<file path="config.mk">
export PLATFORM = sky130hd
export DESIGN_NAME = lite_to_stream_top
export DESIGN_NICKNAME = d
export VERILOG_FILES = /design/src/hw/stream_geom_pkg.sv /design/src/hw/bedrock_msg_pkg.sv /design/src/hw/lite_msg_decode.sv /design/src/hw/lite_to_stream_top.sv /design/src/hw/stream_beat_emit.sv /design/src/hw/stream_beat_sequencer.sv
export SDC_FILE = /design/constraint.sdc
export NUM_CORES = 1
export LEC_CHECK = 0
export ABC_AREA = 0
export BUFFER_PORTS_ARGS = -buffer_cell sky130_fd_sc_hd__buf_2
export CELL_PAD_IN_SITES_DETAIL_PLACEMENT = 1
export CELL_PAD_IN_SITES_GLOBAL_PLACEMENT = 1
export CORE_ASPECT_RATIO = 0.7
export CORE_UTILIZATION = 36
export CTS_BUF_LIST = sky130_fd_sc_hd__clkbuf_4 sky130_fd_sc_hd__clkbuf_8
export CTS_CLUSTER_DIAMETER = 100
export CTS_CLUSTER_SIZE = 14
export DETAILED_ROUTE_END_ITERATION = 16
export GPL_ROUTABILITY_DRIVEN = 0
export PLACE_DENSITY_LB_ADDON = 0.1
export REMOVE_ABC_BUFFERS = 1
export SLEW_MARGIN = 30
export SYNTH_ARGS = -nofsm -noshare
export SYNTH_HDL_FRONTEND = slang
export SYNTH_SLANG_ARGS = --single-unit
</file>
<file path="constraint.sdc">
create_clock -name clk_i -period 3.35 [get_ports clk_i]
set_input_delay 0.335 -clock clk_i [delete_from_list [all_inputs] [get_ports clk_i]]
set_output_delay 0.335 -clock clk_i [all_outputs]
set_load 0.01 [all_outputs]
</file>
<file path="src/hw/stream_geom_pkg.sv">
package stream_geom_pkg;

  // width of the lite data word
  parameter int lite_data_width = 64;

  // width of one stream beat
  parameter int beat_width = 16;

  // a full lite word splits into this many beats
  parameter int beats_per_msg = lite_data_width / beat_width;

  // beat number within a burst
  parameter int beat_idx_width = $clog2(beats_per_msg);

  // byte offset inside one beat
  parameter int beat_offset_width = $clog2(beat_width / 8);

  // physical address width
  parameter int paddr_width = 32;

  // the lite data word, read two ways
  // word is the flat view filled at capture
  // beats is the per-beat view used when streaming out
  typedef union packed {
    logic [lite_data_width-1:0] word;
    logic [beats_per_msg-1:0][beat_width-1:0] beats;
  } lite_data_u;

endpackage

</file>
<file path="src/hw/bedrock_msg_pkg.sv">
package bedrock_msg_pkg;

  // message types on the memory port
  typedef enum logic [3:0] {
    // cached read
    e_rd = 4'd0,
    // cached write
    e_wr = 4'd1,
    // uncached read
    e_uc_rd = 4'd2,
    // uncached write
    e_uc_wr = 4'd3,
    // atomic op, carries an operand
    e_amo = 4'd4,
    // invalidate
    e_inv = 4'd5
  } msg_type_e;

  // message header, 47 bits
  typedef struct packed {
    // kind of request
    msg_type_e msg_type;
    // log2 of the byte count
    logic [2:0] size;
    // physical address of the access
    logic [stream_geom_pkg::paddr_width-1:0] addr;
    // requester id
    logic [7:0] payload;
  } msg_header_s;

  // lite message, header plus one full data word
  typedef struct packed {
    msg_header_s header;
    logic [stream_geom_pkg::lite_data_width-1:0] data;
  } lite_msg_s;

endpackage

</file>
<file path="src/hw/lite_msg_decode.sv">
`timescale 1ns/10ps

module lite_msg_decode
  #(parameter logic [15:0] payload_mask_p = '0
  )
  (input logic clk_i
  , input logic arst_n_i

  , input bedrock_msg_pkg::lite_msg_s lite_msg_i
  , input logic capture_i

  , output bedrock_msg_pkg::msg_header_s held_header_o
  , output stream_geom_pkg::lite_data_u held_data_o
  , output logic [stream_geom_pkg::beat_idx_width:0] beat_count_o
  , output logic [stream_geom_pkg::beat_idx_width-1:0] first_idx_o
  );

  localparam int cnt_width_lp = stream_geom_pkg::beat_idx_width + 1;

  typedef logic [cnt_width_lp-1:0] cnt_t;

  bedrock_msg_pkg::msg_header_s header_r;
  stream_geom_pkg::lite_data_u data_r;
  logic has_payload;
  logic [7:0] byte_count;
  logic [7:0] raw_beats;

  // hold header and data for the rest of the burst
  always_ff @(posedge clk_i)
  begin
    if (capture_i)
    begin
      header_r <= lite_msg_i.header;
      data_r.word <= lite_msg_i.data;
    end
  end

  // live input in the capture cycle so beat 0 leaves at once
  always_comb
  begin
    if (capture_i)
    begin
      held_header_o = lite_msg_i.header;
      held_data_o.word = lite_msg_i.data;
    end
    else
    begin
      held_header_o = header_r;
      held_data_o = data_r;
    end
  end

  assign has_payload = payload_mask_p[held_header_o.msg_type];

  // 2^size bytes, then bytes per beat
  assign byte_count = 8'd1 << held_header_o.size;
  assign raw_beats = byte_count >> stream_geom_pkg::beat_offset_width;

  always_comb
  begin
    if (!has_payload || raw_beats == '0)
      beat_count_o = cnt_t'(1);
    else if (raw_beats > 8'(stream_geom_pkg::beats_per_msg))
      beat_count_o = cnt_t'(stream_geom_pkg::beats_per_msg);
    else
      beat_count_o = raw_beats[cnt_width_lp-1:0];
  end

  // starting beat comes from the address
  assign first_idx_o =
    held_header_o.addr[stream_geom_pkg::beat_offset_width +: stream_geom_pkg::beat_idx_width];

  // a payload request must fit in one lite word
  payload_fits_a: assert property (@(posedge clk_i) disable iff (!arst_n_i)
    capture_i && has_payload |-> raw_beats <= 8'(stream_geom_pkg::beats_per_msg))
    else $error("payload message asks for more beats than one lite word holds");

endmodule

</file>
<file path="src/hw/lite_to_stream_top.sv">
`timescale 1ns/10ps

module lite_to_stream_top
  #(parameter logic [15:0] payload_mask_p = (16'd1 << bedrock_msg_pkg::e_wr)
                                          | (16'd1 << bedrock_msg_pkg::e_uc_wr)
                                          | (16'd1 << bedrock_msg_pkg::e_amo)
  )
  (input logic clk_i
  , input logic arst_n_i

  // lite side, ready-valid-and
  , input bedrock_msg_pkg::lite_msg_s lite_msg_i
  , input logic in_msg_v_i
  , output logic in_msg_ready_o

  // stream side, ready-valid-and
  , output bedrock_msg_pkg::msg_header_s out_header_o
  , output logic [stream_geom_pkg::beat_width-1:0] out_data_o
  , output logic out_v_o
  , input logic out_ready_i
  , output logic out_last_o
  );

  bedrock_msg_pkg::msg_header_s held_header;
  stream_geom_pkg::lite_data_u held_data;
  logic [stream_geom_pkg::beat_idx_width:0] beat_count;
  logic [stream_geom_pkg::beat_idx_width-1:0] first_idx;
  logic [stream_geom_pkg::beat_idx_width-1:0] beat_k;
  logic capture;
  logic out_v;
  logic last;

  lite_msg_decode
    #(.payload_mask_p(payload_mask_p))
    u_decode
    (.clk_i(clk_i)
    , .arst_n_i(arst_n_i)
    , .lite_msg_i(lite_msg_i)
    , .capture_i(capture)
    , .held_header_o(held_header)
    , .held_data_o(held_data)
    , .beat_count_o(beat_count)
    , .first_idx_o(first_idx)
    );

  stream_beat_sequencer u_seq
    (.clk_i(clk_i)
    , .arst_n_i(arst_n_i)
    , .in_msg_v_i(in_msg_v_i)
    , .in_msg_ready_o(in_msg_ready_o)
    , .out_ready_i(out_ready_i)
    , .beat_count_i(beat_count)
    , .capture_o(capture)
    , .beat_k_o(beat_k)
    , .out_v_o(out_v)
    , .last_o(last)
    );

  stream_beat_emit u_emit
    (.clk_i(clk_i)
    , .arst_n_i(arst_n_i)
    , .held_header_i(held_header)
    , .held_data_i(held_data)
    , .first_idx_i(first_idx)
    , .beat_k_i(beat_k)
    , .out_v_i(out_v)
    , .last_i(last)
    , .out_ready_i(out_ready_i)
    , .out_header_o(out_header_o)
    , .out_data_o(out_data_o)
    , .out_v_o(out_v_o)
    , .out_last_o(out_last_o)
    );

endmodule

</file>
<file path="src/hw/stream_beat_emit.sv">
`timescale 1ns/10ps

module stream_beat_emit
  (input logic clk_i
  , input logic arst_n_i

  , input bedrock_msg_pkg::msg_header_s held_header_i
  , input stream_geom_pkg::lite_data_u held_data_i
  , input logic [stream_geom_pkg::beat_idx_width-1:0] first_idx_i
  , input logic [stream_geom_pkg::beat_idx_width-1:0] beat_k_i
  , input logic out_v_i
  , input logic last_i
  , input logic out_ready_i

  , output bedrock_msg_pkg::msg_header_s out_header_o
  , output logic [stream_geom_pkg::beat_width-1:0] out_data_o
  , output logic out_v_o
  , output logic out_last_o
  );

  logic [stream_geom_pkg::beat_idx_width-1:0] beat_idx;

  // wraps within the lite word
  assign beat_idx = first_idx_i + beat_k_i;

  // address advances with the beat, other fields unchanged
  always_comb
  begin
    out_header_o = held_header_i;
    out_header_o.addr[stream_geom_pkg::beat_offset_width +: stream_geom_pkg::beat_idx_width] =
      beat_idx;
  end

  // data is taken in order from beat 0
  assign out_data_o = held_data_i.beats[beat_k_i];

  assign out_v_o = out_v_i;
  assign out_last_o = out_v_i & last_i;

  // stalled beat must not change under back-pressure
  hold_under_stall_a: assert property (@(posedge clk_i) disable iff (!arst_n_i)
    out_v_o && !out_ready_i |=>
      out_v_o && $stable(out_header_o) && $stable(out_data_o) && $stable(out_last_o))
    else $error("stream beat changed while stalled");

endmodule

</file>
<file path="src/hw/stream_beat_sequencer.sv">
`timescale 1ns/10ps

module stream_beat_sequencer
  (input logic clk_i
  , input logic arst_n_i

  // lite side handshake
  , input logic in_msg_v_i
  , output logic in_msg_ready_o

  // stream side ready
  , input logic out_ready_i

  // beats in the current message
  , input logic [stream_geom_pkg::beat_idx_width:0] beat_count_i

  , output logic capture_o
  , output logic [stream_geom_pkg::beat_idx_width-1:0] beat_k_o
  , output logic out_v_o
  , output logic last_o
  );

  typedef logic [stream_geom_pkg::beat_idx_width-1:0] idx_t;
  typedef logic [stream_geom_pkg::beat_idx_width:0] cnt_t;

  logic streaming_r;
  idx_t beat_k_r;
  logic beat_done;

  // no new message while a burst is in flight
  assign in_msg_ready_o = out_ready_i & ~streaming_r;
  assign capture_o = in_msg_v_i & in_msg_ready_o;

  // beat 0 goes out in the accept cycle
  assign out_v_o = streaming_r | capture_o;

  // counter reads as 0 while capturing
  assign beat_k_o = streaming_r ? beat_k_r : '0;

  assign last_o = (cnt_t'(beat_k_o) == beat_count_i - cnt_t'(1));
  assign beat_done = out_v_o & out_ready_i;

  always_ff @(posedge clk_i or negedge arst_n_i)
  begin
    if (!arst_n_i)
    begin
      streaming_r <= 1'b0;
      beat_k_r <= '0;
    end
    else if (beat_done)
    begin
      if (last_o)
      begin
        // burst finished or single beat message
        streaming_r <= 1'b0;
        beat_k_r <= '0;
      end
      else
      begin
        streaming_r <= 1'b1;
        beat_k_r <= beat_k_o + idx_t'(1);
      end
    end
  end

  // counter stays inside the message length
  beat_in_range_a: assert property (@(posedge clk_i) disable iff (!arst_n_i)
    out_v_o |-> cnt_t'(beat_k_o) < beat_count_i)
    else $error("beat counter ran past the message length");

endmodule

</file>
==> flow_metrics.env, run 1 <==
export IMPL_outcome="finished clean"
export IMPL_antenna_found_initial=1
export IMPL_end_kind="primary output"
export IMPL_viasPerCell=4.87
export IMPL_crit_required_ps=3010
export IMPL_fin_ws_ps=231
export IMPL_ys_seq_area_share_pct=47.5
export IMPL_cts_path_max_buffers=2
export IMPL_slowest_stage="dfrtp_2"
export IMPL_hold_class="input port to flop"
export IMPL_maxCapViolations=0
export IMPL_power_mw=5.86
export IMPL_pre_cts_ws_ps=544
export IMPL_crit_arrival_ps=2780
export IMPL_totalWireLength_um=14000
export IMPL_post_drt_wl_per_cell_um=15.1
export IMPL_dieHeight_um=99.0
export IMPL_path_buf_inv=1
export IMPL_path_max_fanout=14
export IMPL_path_clk_slew_ps=70
export IMPL_hold_viol_final=0
export IMPL_via_count=4543
export IMPL_fin_skew_ps=8.11
export IMPL_ys_warn_count=0
export IMPL_port_buffers=180
export IMPL_rsz0062_at_grt="false"
export IMPL_start_util_pct=36.8
export IMPL_drive_above_1_share_pct=33.3
export IMPL_synth_top_area_share_pct=46.0
export IMPL_final_setup_viol_count=0
export IMPL_postSynthCellCount=585
export IMPL_num_antenna_cells=0
export IMPL_route_antenna_remaining_nets=0
export IMPL_cpPeakStageDelay_ps=500
export IMPL_track_usage_pct=20.9
export IMPL_syn_area_per_cell_um2=8.27
export IMPL_ys_ff_latch=114
export IMPL_slew_violations=0
export IMPL_synth_cell_area_mm2=0.00484
export IMPL_grt_overflow=0
export IMPL_crit_chain="and3b_4 > nor4b_1 > o21ai_0 > ha_1 > xnor2_1 > a211oi_1 > a2bb2oi_1 > buf_2"
export IMPL_drt_iter0_drc=139
export IMPL_clkSinkCount=114
export IMPL_timing_final_crit_share_pct=93.1
export IMPL_period_minus_slack_ps=3120
export IMPL_cts_made_buffers=17
export IMPL_die_area_mm2=0.0139
export IMPL_yosys_area_top_type="dfxtp_1"
export IMPL_clock_fmax_mhz=321
export IMPL_hpwlAfterDp_um=9870
export IMPL_pin_count=181
export IMPL_multi_input_area_mm2=0.00232
export IMPL_p_per_area_mw_per_mm2=944
export IMPL_fillCellCount=1674
export IMPL_grt_max_degree=90
export IMPL_p_leak_nw=3.25
export IMPL_regArea_mm2=0.00230
export IMPL_path_delay_family="compound AO/OA/AOI/OAI gates"
export IMPL_finalSetupTns_ps=0
export IMPL_nNetsFinal=870
export IMPL_cts_tree="built"
export IMPL_peakVddDrop_v=0.000363
export IMPL_drc_errors=0
export IMPL_area_growth_pct=28.4
export IMPL_core_area_mm2=0.0131
export IMPL_final_cell_mix="nand2_1, buf_2, dfxtp_1"
export IMPL_synth_area_top_cells="dfxtp_1, nand2_1, mux2_2"
export IMPL_synth_cell_type_count=45
export IMPL_grt_pass1_wl_um=22900
export IMPL_worstMarginPinSlew_ps=696
export IMPL_grt_pass1_vias=4706
export IMPL_cts_root_buf="clkbuf_8"
export IMPL_first_pass_iters=4
export IMPL_rows=35
export IMPL_critPathLaunchType="flop"
export IMPL_cts_max_level=4
export IMPL_final_common_cell="nand2_1"
export IMPL_path_class="flop to primary output"
export IMPL_fp_dieW_um=141
export IMPL_insertion_delay_ps=420
export IMPL_max_slew_margin_rel_pct=53.5
export IMPL_whs_ps=90.9
==> synth_stat cells (all sizes together) <==
master     n
o211ai     2
o41ai      1
o211a      2
a21oi     24
nand3b     2
mux2      21
buf       26
mux4       6
xor2       2
nor3b      2
ha         2
a21o       7
or2        1
dfrtp      3
nand2b     9
o21ba      2
xnor2      2
and4b      7
dfxtp    111
nand2    263
and3b      2
nor4b      1
nor3      28
o31ai      3
a2bb2oi    1
o311a      1
a211o      7
a31oi      1
o21ai      1
nor4       2
a211oi     2
inv        3
clkbuf    14
o21a       2
nor2       9
a32oi      3
mux2i      4
nor2b      5
a2111o     1
==> sequential cells by signal, summed over array words and instances, names as in the netlist <==
name,cells
u_seq.beat_k_r,2
u_decode.header_r,47
u_seq.streaming_r,1
u_decode.data_r,64
==> worst register-to-register path: cells and delay by family (launching register included) <==
kind / cells / cell delay, ps
and+or+nand+nor: 3 / 730
muxes: 1 / 290
AOI/OAI and AO/OA: 3 / 650
DFF: 1 / 500
adders and majority gates: 1 / 390
==> metrics by stage <==
step	utilization [%]	instance area, um2	std cells
after floorplan	-	4620	545
after detailed placement	44.2	5810	899
after global placement	44.2	5810	899
after global routing	47.2	6210	932
after CTS	47.2	6210	932
final	47.2	6210	932
==> layer usage <==
metal	part of all wire (%)	up-vias	global-route usage, %
met5	0.057	-	0
met3	5.3	15	5.34
met4	0.95	2	6.61
met2	47	113	35.5
li1	-	2267	-
met1	47	2146	26.1
==> power breakdown <==
part / total (mW) / switching (mW) / internal [mW]
clock network: 1.28 / 0.602 / 0.676
registers: 2.22 / 0.261 / 1.96
logic: 2.37 / 1.36 / 1.01
total: 5.86 / 2.22 / 3.64
==> cell families after synthesis <==
family | after synthesis | share of synthesized area [%]
AO/OA/AOI/OAI | 60 | 8.93
XOR/XNOR | 4 | 0.725
adder cells (fa/ha/maj) | 2 | 0.517
buffers and inverters | 43 | 4.63
flip-flops | 114 | 47.5
multiplexers | 31 | 8.51
AND/OR/NAND/NOR | 331 | 29.2
==> worst paths after layout <==
kind / from / to / slack, ps / cells past startpoint
worst max-delay path: u_seq.streaming_r / out_last_o / 230 / 8
max in group asynchronous: arst_n_i / u_seq.streaming_r / 2940 / 2
worst min register to register: u_decode.data_r[56] / u_decode.data_r[56] / 440 / 2
worst max register to register: u_seq.streaming_r / u_seq.streaming_r / 660 / 8
min in group asynchronous: arst_n_i / u_seq.streaming_r / 280 / 2
worst min-delay path: lite_msg_i[41] / u_decode.data_r[41] / 90 / 3
==> repair_timing <==
item | 4_1_cts | 5_1_grt
resized for setup | 0 | 1
endpoints found under the hold margin | 3 | 0
hold buffers | 1 | 0
setup buffers | 0 | 0
setup endpoints to repair | 0 | 1
==> layout make-up <==
cell class              instances  area share [%]
well taps                     166            3.35
repair buffers                189            15.8
clock inverters                13            2.24
flip-flops and latches        114            37.0
inverters                       3           0.181
multi-input cells             428            37.4
clock buffers                  19            4.01
(Power assumes the default switching activity.)
==> run 2: changes to the inputs <==
--- a/config.mk
+++ b/config.mk
@@ -7,6 +7,7 @@
 export LEC_CHECK = 0
 export ABC_AREA = 0
 export BUFFER_PORTS_ARGS = -buffer_cell sky130_fd_sc_hd__buf_2
+export CAP_MARGIN = 40
 export CELL_PAD_IN_SITES_DETAIL_PLACEMENT = 1
 export CELL_PAD_IN_SITES_GLOBAL_PLACEMENT = 1
 export CORE_ASPECT_RATIO = 0.7
@@ -17,6 +18,7 @@
 export DETAILED_ROUTE_END_ITERATION = 16
 export GPL_ROUTABILITY_DRIVEN = 0
 export PLACE_DENSITY_LB_ADDON = 0.1
+export RECOVER_POWER = 100
 export REMOVE_ABC_BUFFERS = 1
 export SLEW_MARGIN = 30
 export SYNTH_ARGS = -nofsm -noshare
==> flow_metrics.env, run 2 (synthesis results as in run 1) <==
export IMPL_post_drt_wl_per_cell_um=15.1
export IMPL_fillCellCount=1712
export IMPL_path_class="flop to primary output"
export IMPL_first_pass_iters=4
export IMPL_track_usage_pct=20.9
export IMPL_grt_pass1_vias=4706
export IMPL_core_area_mm2=0.0131
export IMPL_cpPeakStageDelay_ps=500
export IMPL_whs_ps=86.2
export IMPL_slew_violations=0
export IMPL_path_delay_family="compound AO/OA/AOI/OAI gates"
export IMPL_cp_depth=8
export IMPL_insertion_delay_ps=430
export IMPL_path_buf_inv=1
export IMPL_final_common_cell="nand2_1"
export IMPL_cts_tree="built"
export IMPL_crit_chain="and3b_4 > nor4b_1 > o21ai_0 > ha_1 > xnor2_1 > a211oi_1 > a2bb2oi_1 > buf_2"
export IMPL_area_growth_pct=26.7
export IMPL_start_util_pct=36.8
export IMPL_final_setup_viol_count=0
export IMPL_dieHeight_um=99.0
export IMPL_cts_max_level=4
export IMPL_hold_viol_final=0
export IMPL_slowest_stage="dfrtp_2"
export IMPL_totalWireLength_um=14000
export IMPL_route_antenna_remaining_nets=0
export IMPL_clock_fmax_mhz=320
export IMPL_crit_arrival_ps=2790
export IMPL_post_cts_buffers=0
export IMPL_drt_iter0_drc=166
export IMPL_regArea_mm2=0.00230
export IMPL_rows=35
export IMPL_path_clk_slew_ps=80
export IMPL_multi_input_area_mm2=0.00232
export IMPL_peakVddDrop_v=0.000364
export IMPL_worstMarginPinSlew_ps=977
export IMPL_fp_dieW_um=141
export IMPL_num_antenna_cells=0
export IMPL_largest_reg_flops=64
export IMPL_nNetsFinal=870
export IMPL_grt_pass1_wl_um=22900
export IMPL_p_per_area_mw_per_mm2=941
export IMPL_via_count=4560
export IMPL_p_leak_nw=3.05
export IMPL_critPathLaunchType="flop"
export IMPL_hold_depth=3
export IMPL_maxCapViolations=0
export IMPL_final_cell_mix="nand2_1, buf_2, dfxtp_1"
export IMPL_largest_register="u_decode.data_r"
export IMPL_period_minus_slack_ps=3130
export IMPL_cts_path_max_buffers=2
export IMPL_grt_overflow=0
export IMPL_reg2reg_depth=8
export IMPL_end_kind="primary output"
export IMPL_outcome="finished clean"
export IMPL_post_route_util_pct=46.6
export IMPL_die_area_mm2=0.0139
export IMPL_crit_required_ps=3010
export IMPL_antenna_found_initial=1
export IMPL_drc_errors=0
export IMPL_pin_count=181
export IMPL_viasPerCell=4.89
export IMPL_grt_max_degree=90
export IMPL_cts_root_buf="clkbuf_8"
export IMPL_fin_skew_ps=8.59
export IMPL_max_slew_margin_rel_pct=34.9
export IMPL_port_buffers=180
export IMPL_r2r_start="u_seq.streaming_r"
export IMPL_hold_class="input port to flop"
export IMPL_cts_made_buffers=17
export IMPL_rsz0062_at_grt="false"
export IMPL_clkSinkCount=114
export IMPL_timing_final_crit_share_pct=93.4
export IMPL_top_regs="u_decode.data_r: 64 flops, u_decode.header_r: 47 flops, u_seq.beat_k_r: 2 flops"
export IMPL_critPathLaunch="u_seq.streaming_r"
export IMPL_hpwlAfterDp_um=9870
export IMPL_min_from="lite_msg_i[41]"
export IMPL_path_max_fanout=14
export IMPL_drive_above_1_share_pct=23.5
-- run 2: timing repair --
action,4_1_cts,5_1_grt
hold buffers,1,0
gates resized for setup,0,1
endpoints found under the hold margin,3,0
endpoints found under the setup margin,0,1
-- run 2: stage by stage --
| step | std cells | cell area (um2) | worst slack (ps) | power (mW) | setup TNS (ps) |
|---|---|---|---|---|---|
| after floorplan | 545 | 4620 | -772 | 3.68 | -2570 |
| after global placement | 899 | 5810 | 705 | 4.52 | 0 |
| after detailed placement | 899 | 5810 | 544 | 4.64 | 0 |
| after CTS | 932 | 6210 | 50.4 | 5.94 | 0 |
| after global routing | 932 | 6130 | 10.5 | 6.21 | 0 |
| final | 932 | 6130 | 221 | 5.77 | 0 |
-- run 2: path summary, 6_finish.rpt --
| kind | slack [ps] | to |
|---|---|---|
| setup / recovery | 220 | out_last_o |
| hold / removal | 90 | u_decode.data_r[41] |
| setup reg to reg | 650 | u_seq.streaming_r |
| hold reg to reg | 440 | u_decode.data_r[56] |
| max in group asynchronous | 2850 | u_seq.streaming_r |
| min in group asynchronous | 300 | u_seq.beat_k_r[0] |
-- run 2: power by group --
group          switching (mW)  total (mW)  internal, mW
combinational            1.37        2.26         0.893
clock                   0.606        1.28         0.676
sequential              0.265        2.22          1.96
total                    2.24        5.77          3.52
-- run 2: layer usage --
metal	vias up	share of wire [%]	routed length, um	track usage [%]
met5	-	0.057	8	0
met2	99	47	6600	35.5
met1	2174	47	6630	26.1
li1	2270	-	-	-
met3	15	4.6	642	5.34
met4	2	1.1	161	6.61
-- run 2: cell type report --
type                            count  area share [%]
Clock buffer                       19            4.06
Tap cell                          166            3.39
Timing Repair Buffer              189            14.7
Multi-Input combinational cell    428            37.8
Clock inverter                     13            2.27
Inverter                            3           0.184
Sequential cell                   114            37.5
-- run 2: tightest hold or removal path: cells and delay by family --
kind                   cells  cell delay [ps]
and+or+nand+nor            2               80
buffers and inverters      1               80
==> run 3: changes to the inputs <==
--- a/config.mk
+++ b/config.mk
@@ -11,7 +11,7 @@
 export CELL_PAD_IN_SITES_DETAIL_PLACEMENT = 1
 export CELL_PAD_IN_SITES_GLOBAL_PLACEMENT = 1
 export CORE_ASPECT_RATIO = 0.7
-export CORE_UTILIZATION = 36
+export CORE_UTILIZATION = 40
 export CTS_BUF_LIST = sky130_fd_sc_hd__clkbuf_4 sky130_fd_sc_hd__clkbuf_8
 export CTS_CLUSTER_DIAMETER = 100
 export CTS_CLUSTER_SIZE = 14
@@ -23,4 +23,5 @@
 export SLEW_MARGIN = 30
 export SYNTH_ARGS = -nofsm -noshare
 export SYNTH_HDL_FRONTEND = slang
+export SYNTH_HIERARCHICAL = 1
 export SYNTH_SLANG_ARGS = --single-unit
==> flow_metrics.env, run 3 <==
export IMPL_reg2reg_depth=10
export IMPL_die_area_mm2=0.0126
export IMPL_largest_register="u_decode/data_r"
export IMPL_critPathLaunchType="flop"
export IMPL_dieHeight_um=94.0
export IMPL_pwr_share_seq_pct=37.3
export IMPL_clkSinkCount=114
export IMPL_first_pass_iters=4
export IMPL_layout_cells_non_filler=673
export IMPL_p_sw_mw=2.00
export IMPL_ys_warn_count=6
export IMPL_cts_max_level=4
export IMPL_final_common_cell="buf_2"
export IMPL_cts_made_buffers=17
export IMPL_slew_violations=0
export IMPL_num_antenna_cells=0
export IMPL_drc_errors=0
export IMPL_path_buf_inv=2
export IMPL_min_to="u_decode/header_r[38]"
export IMPL_hold_class="input port to flop"
export IMPL_cts_tree="built"
export IMPL_cts_root_buf="clkbuf_8"
export IMPL_viasPerCell=4.70
export IMPL_track_usage_pct=16.9
export IMPL_path_max_fanout=9
export IMPL_nNetsFinal=621
export IMPL_met1_length_um=4160
export IMPL_timing_final_crit_share_pct=94.7
export IMPL_whs_ps=148
export IMPL_grt_pass1_wl_um=16000
export IMPL_via_count=3163
export IMPL_clock_fmax_mhz=315
export IMPL_p_clk_share_pct=19.5
export IMPL_fin_skew_ps=8.24
export IMPL_wl_met2_um=5030
export IMPL_finalSetupTns_ps=0
export IMPL_p_leak_nw=2.62
export IMPL_power_mw=6.18
export IMPL_post_drt_wl_per_cell_um=15.2
export IMPL_crit_chain="nor2_4 > or2b_1 > o32a_1 > nand2_1 > inv_2 > ha_1 > xnor2_2 > and3_1 > and2_1 > buf_2"
export IMPL_max_slew_margin_rel_pct=60.8
export IMPL_syn_area_per_cell_um2=13.4
export IMPL_reg2reg_to="u_seq/beat_k_r[0]"
export IMPL_grt_max_degree=60
export IMPL_drive_above_1_share_pct=63.4
export IMPL_path_clk_slew_ps=70
export IMPL_pin_count=181
export IMPL_internal_power_mw=4.18
export IMPL_outcome="finished clean"
export IMPL_top_regs="u_decode/data_r: 64 flops, u_decode/header_r: 47 flops, u_seq/beat_k_r: 2 flops"
export IMPL_hpwlAfterDp_um=7420
export IMPL_path_delay_family="simple AND/OR/NAND/NOR gates"
export IMPL_dp_cells=636
export IMPL_crit_arrival_ps=2840
export IMPL_hold_viol_final=0
export IMPL_postSynthCellCount=360
export IMPL_rows=33
export IMPL_wl_met3_um=926
export IMPL_top_layer="met5"
export IMPL_p_per_area_mw_per_mm2=1050
export IMPL_end_kind="primary output"
export IMPL_cpPeakStageDelay_ps=490
export IMPL_totalWireLength_um=10200
export IMPL_grt_pass1_vias=3309
export IMPL_path_class="flop to primary output"
export IMPL_final_cell_mix="buf_2, dfxtp_1, mux2_2"
export IMPL_period_minus_slack_ps=3170
export IMPL_p_comb_share_pct=43.2
export IMPL_slowest_stage="dfrtp_2"
export IMPL_worstMarginPinSlew_ps=587
export IMPL_reg2reg_slack_ps=820
export IMPL_cts_path_max_buffers=2
export IMPL_fp_dieW_um=133
export IMPL_insertion_delay_ps=420
export IMPL_port_buffers=180
export IMPL_core_area_mm2=0.0117
export IMPL_route_antenna_remaining_nets=0
export IMPL_min_from="lite_msg_i[102]"
export IMPL_crit_required_ps=3010
export IMPL_start_util_pct=41.3
export IMPL_peakVddDrop_v=0.000446
export IMPL_final_setup_viol_count=0
export IMPL_maxCapViolations=0
export IMPL_sw_frac_of_total_pct=32.4
export IMPL_synth_cell_area_mm2=0.00484
export IMPL_grt_overflow=0
export IMPL_hold_depth=2
export IMPL_r2r_start="u_seq/streaming_r"
export IMPL_antenna_found_initial=1
export IMPL_drt_iter0_drc=112
export IMPL_area_growth_pct=21.3
export IMPL_largest_reg_flops=64
-- run 3: layout make-up --
class,count,area [um2]
clock buffer,22,290
clock inverter,9,81.3
fill,1286,5850
inverter,8,30.0
multi-input combinational,175,2010
sequential,114,2300
tap,157,196
timing repair buffer,188,968
-- run 3: timing repair --
action	CTS	global route
buffers inserted	2	2
pin swaps	1	1
hold buffers	1	0
gates resized for setup	0	1
cloned	0	1
hold endpoints to repair	3	0
setup endpoints to repair	1	5
-- run 3: worst max path at each step --
stage	startpoint	to	slack [ps]	depth (start not counted)
after floorplan	u_seq/streaming_r	out_last_o	-4230	8
after global placement	out_ready_i	out_last_o	410	12
final	u_seq/streaming_r	out_last_o	180	10
after CTS	u_seq/streaming_r	out_last_o	5	10
after detailed placement	out_ready_i	out_last_o	350	12
after global routing	u_seq/streaming_r	out_last_o	-50	11
-- run 3: metrics by stage --
stage,worst slack [ps],util (%),instance area [um2]
2_1_floorplan,-4230,-,4320
4_1_cts,5.32,49.9,5860
3_3_place_gp,412,46.6,5460
3_5_place_dp,348,46.6,5460
6_report,178,50.1,5870
5_1_grt,-52.0,50.1,5870
-- run 3: power groups by stage --
stage                     Sequential (mW)  Combinational [mW]  Clock (mW)
final                                2.30                2.67        1.21
after detailed placement             2.34                2.70           0
after global placement               2.30                2.64           0
after floorplan                      2.26                1.91           0
after global routing                 2.39                2.94        1.32
after CTS                            2.32                2.72        1.26
-- run 3: routing by layer --
layer,vias up,global-route usage (%)
met5,-,0
met4,2,5.68
met3,12,8.25
met2,108,28.3
met1,1517,18.8
li1,1524,-
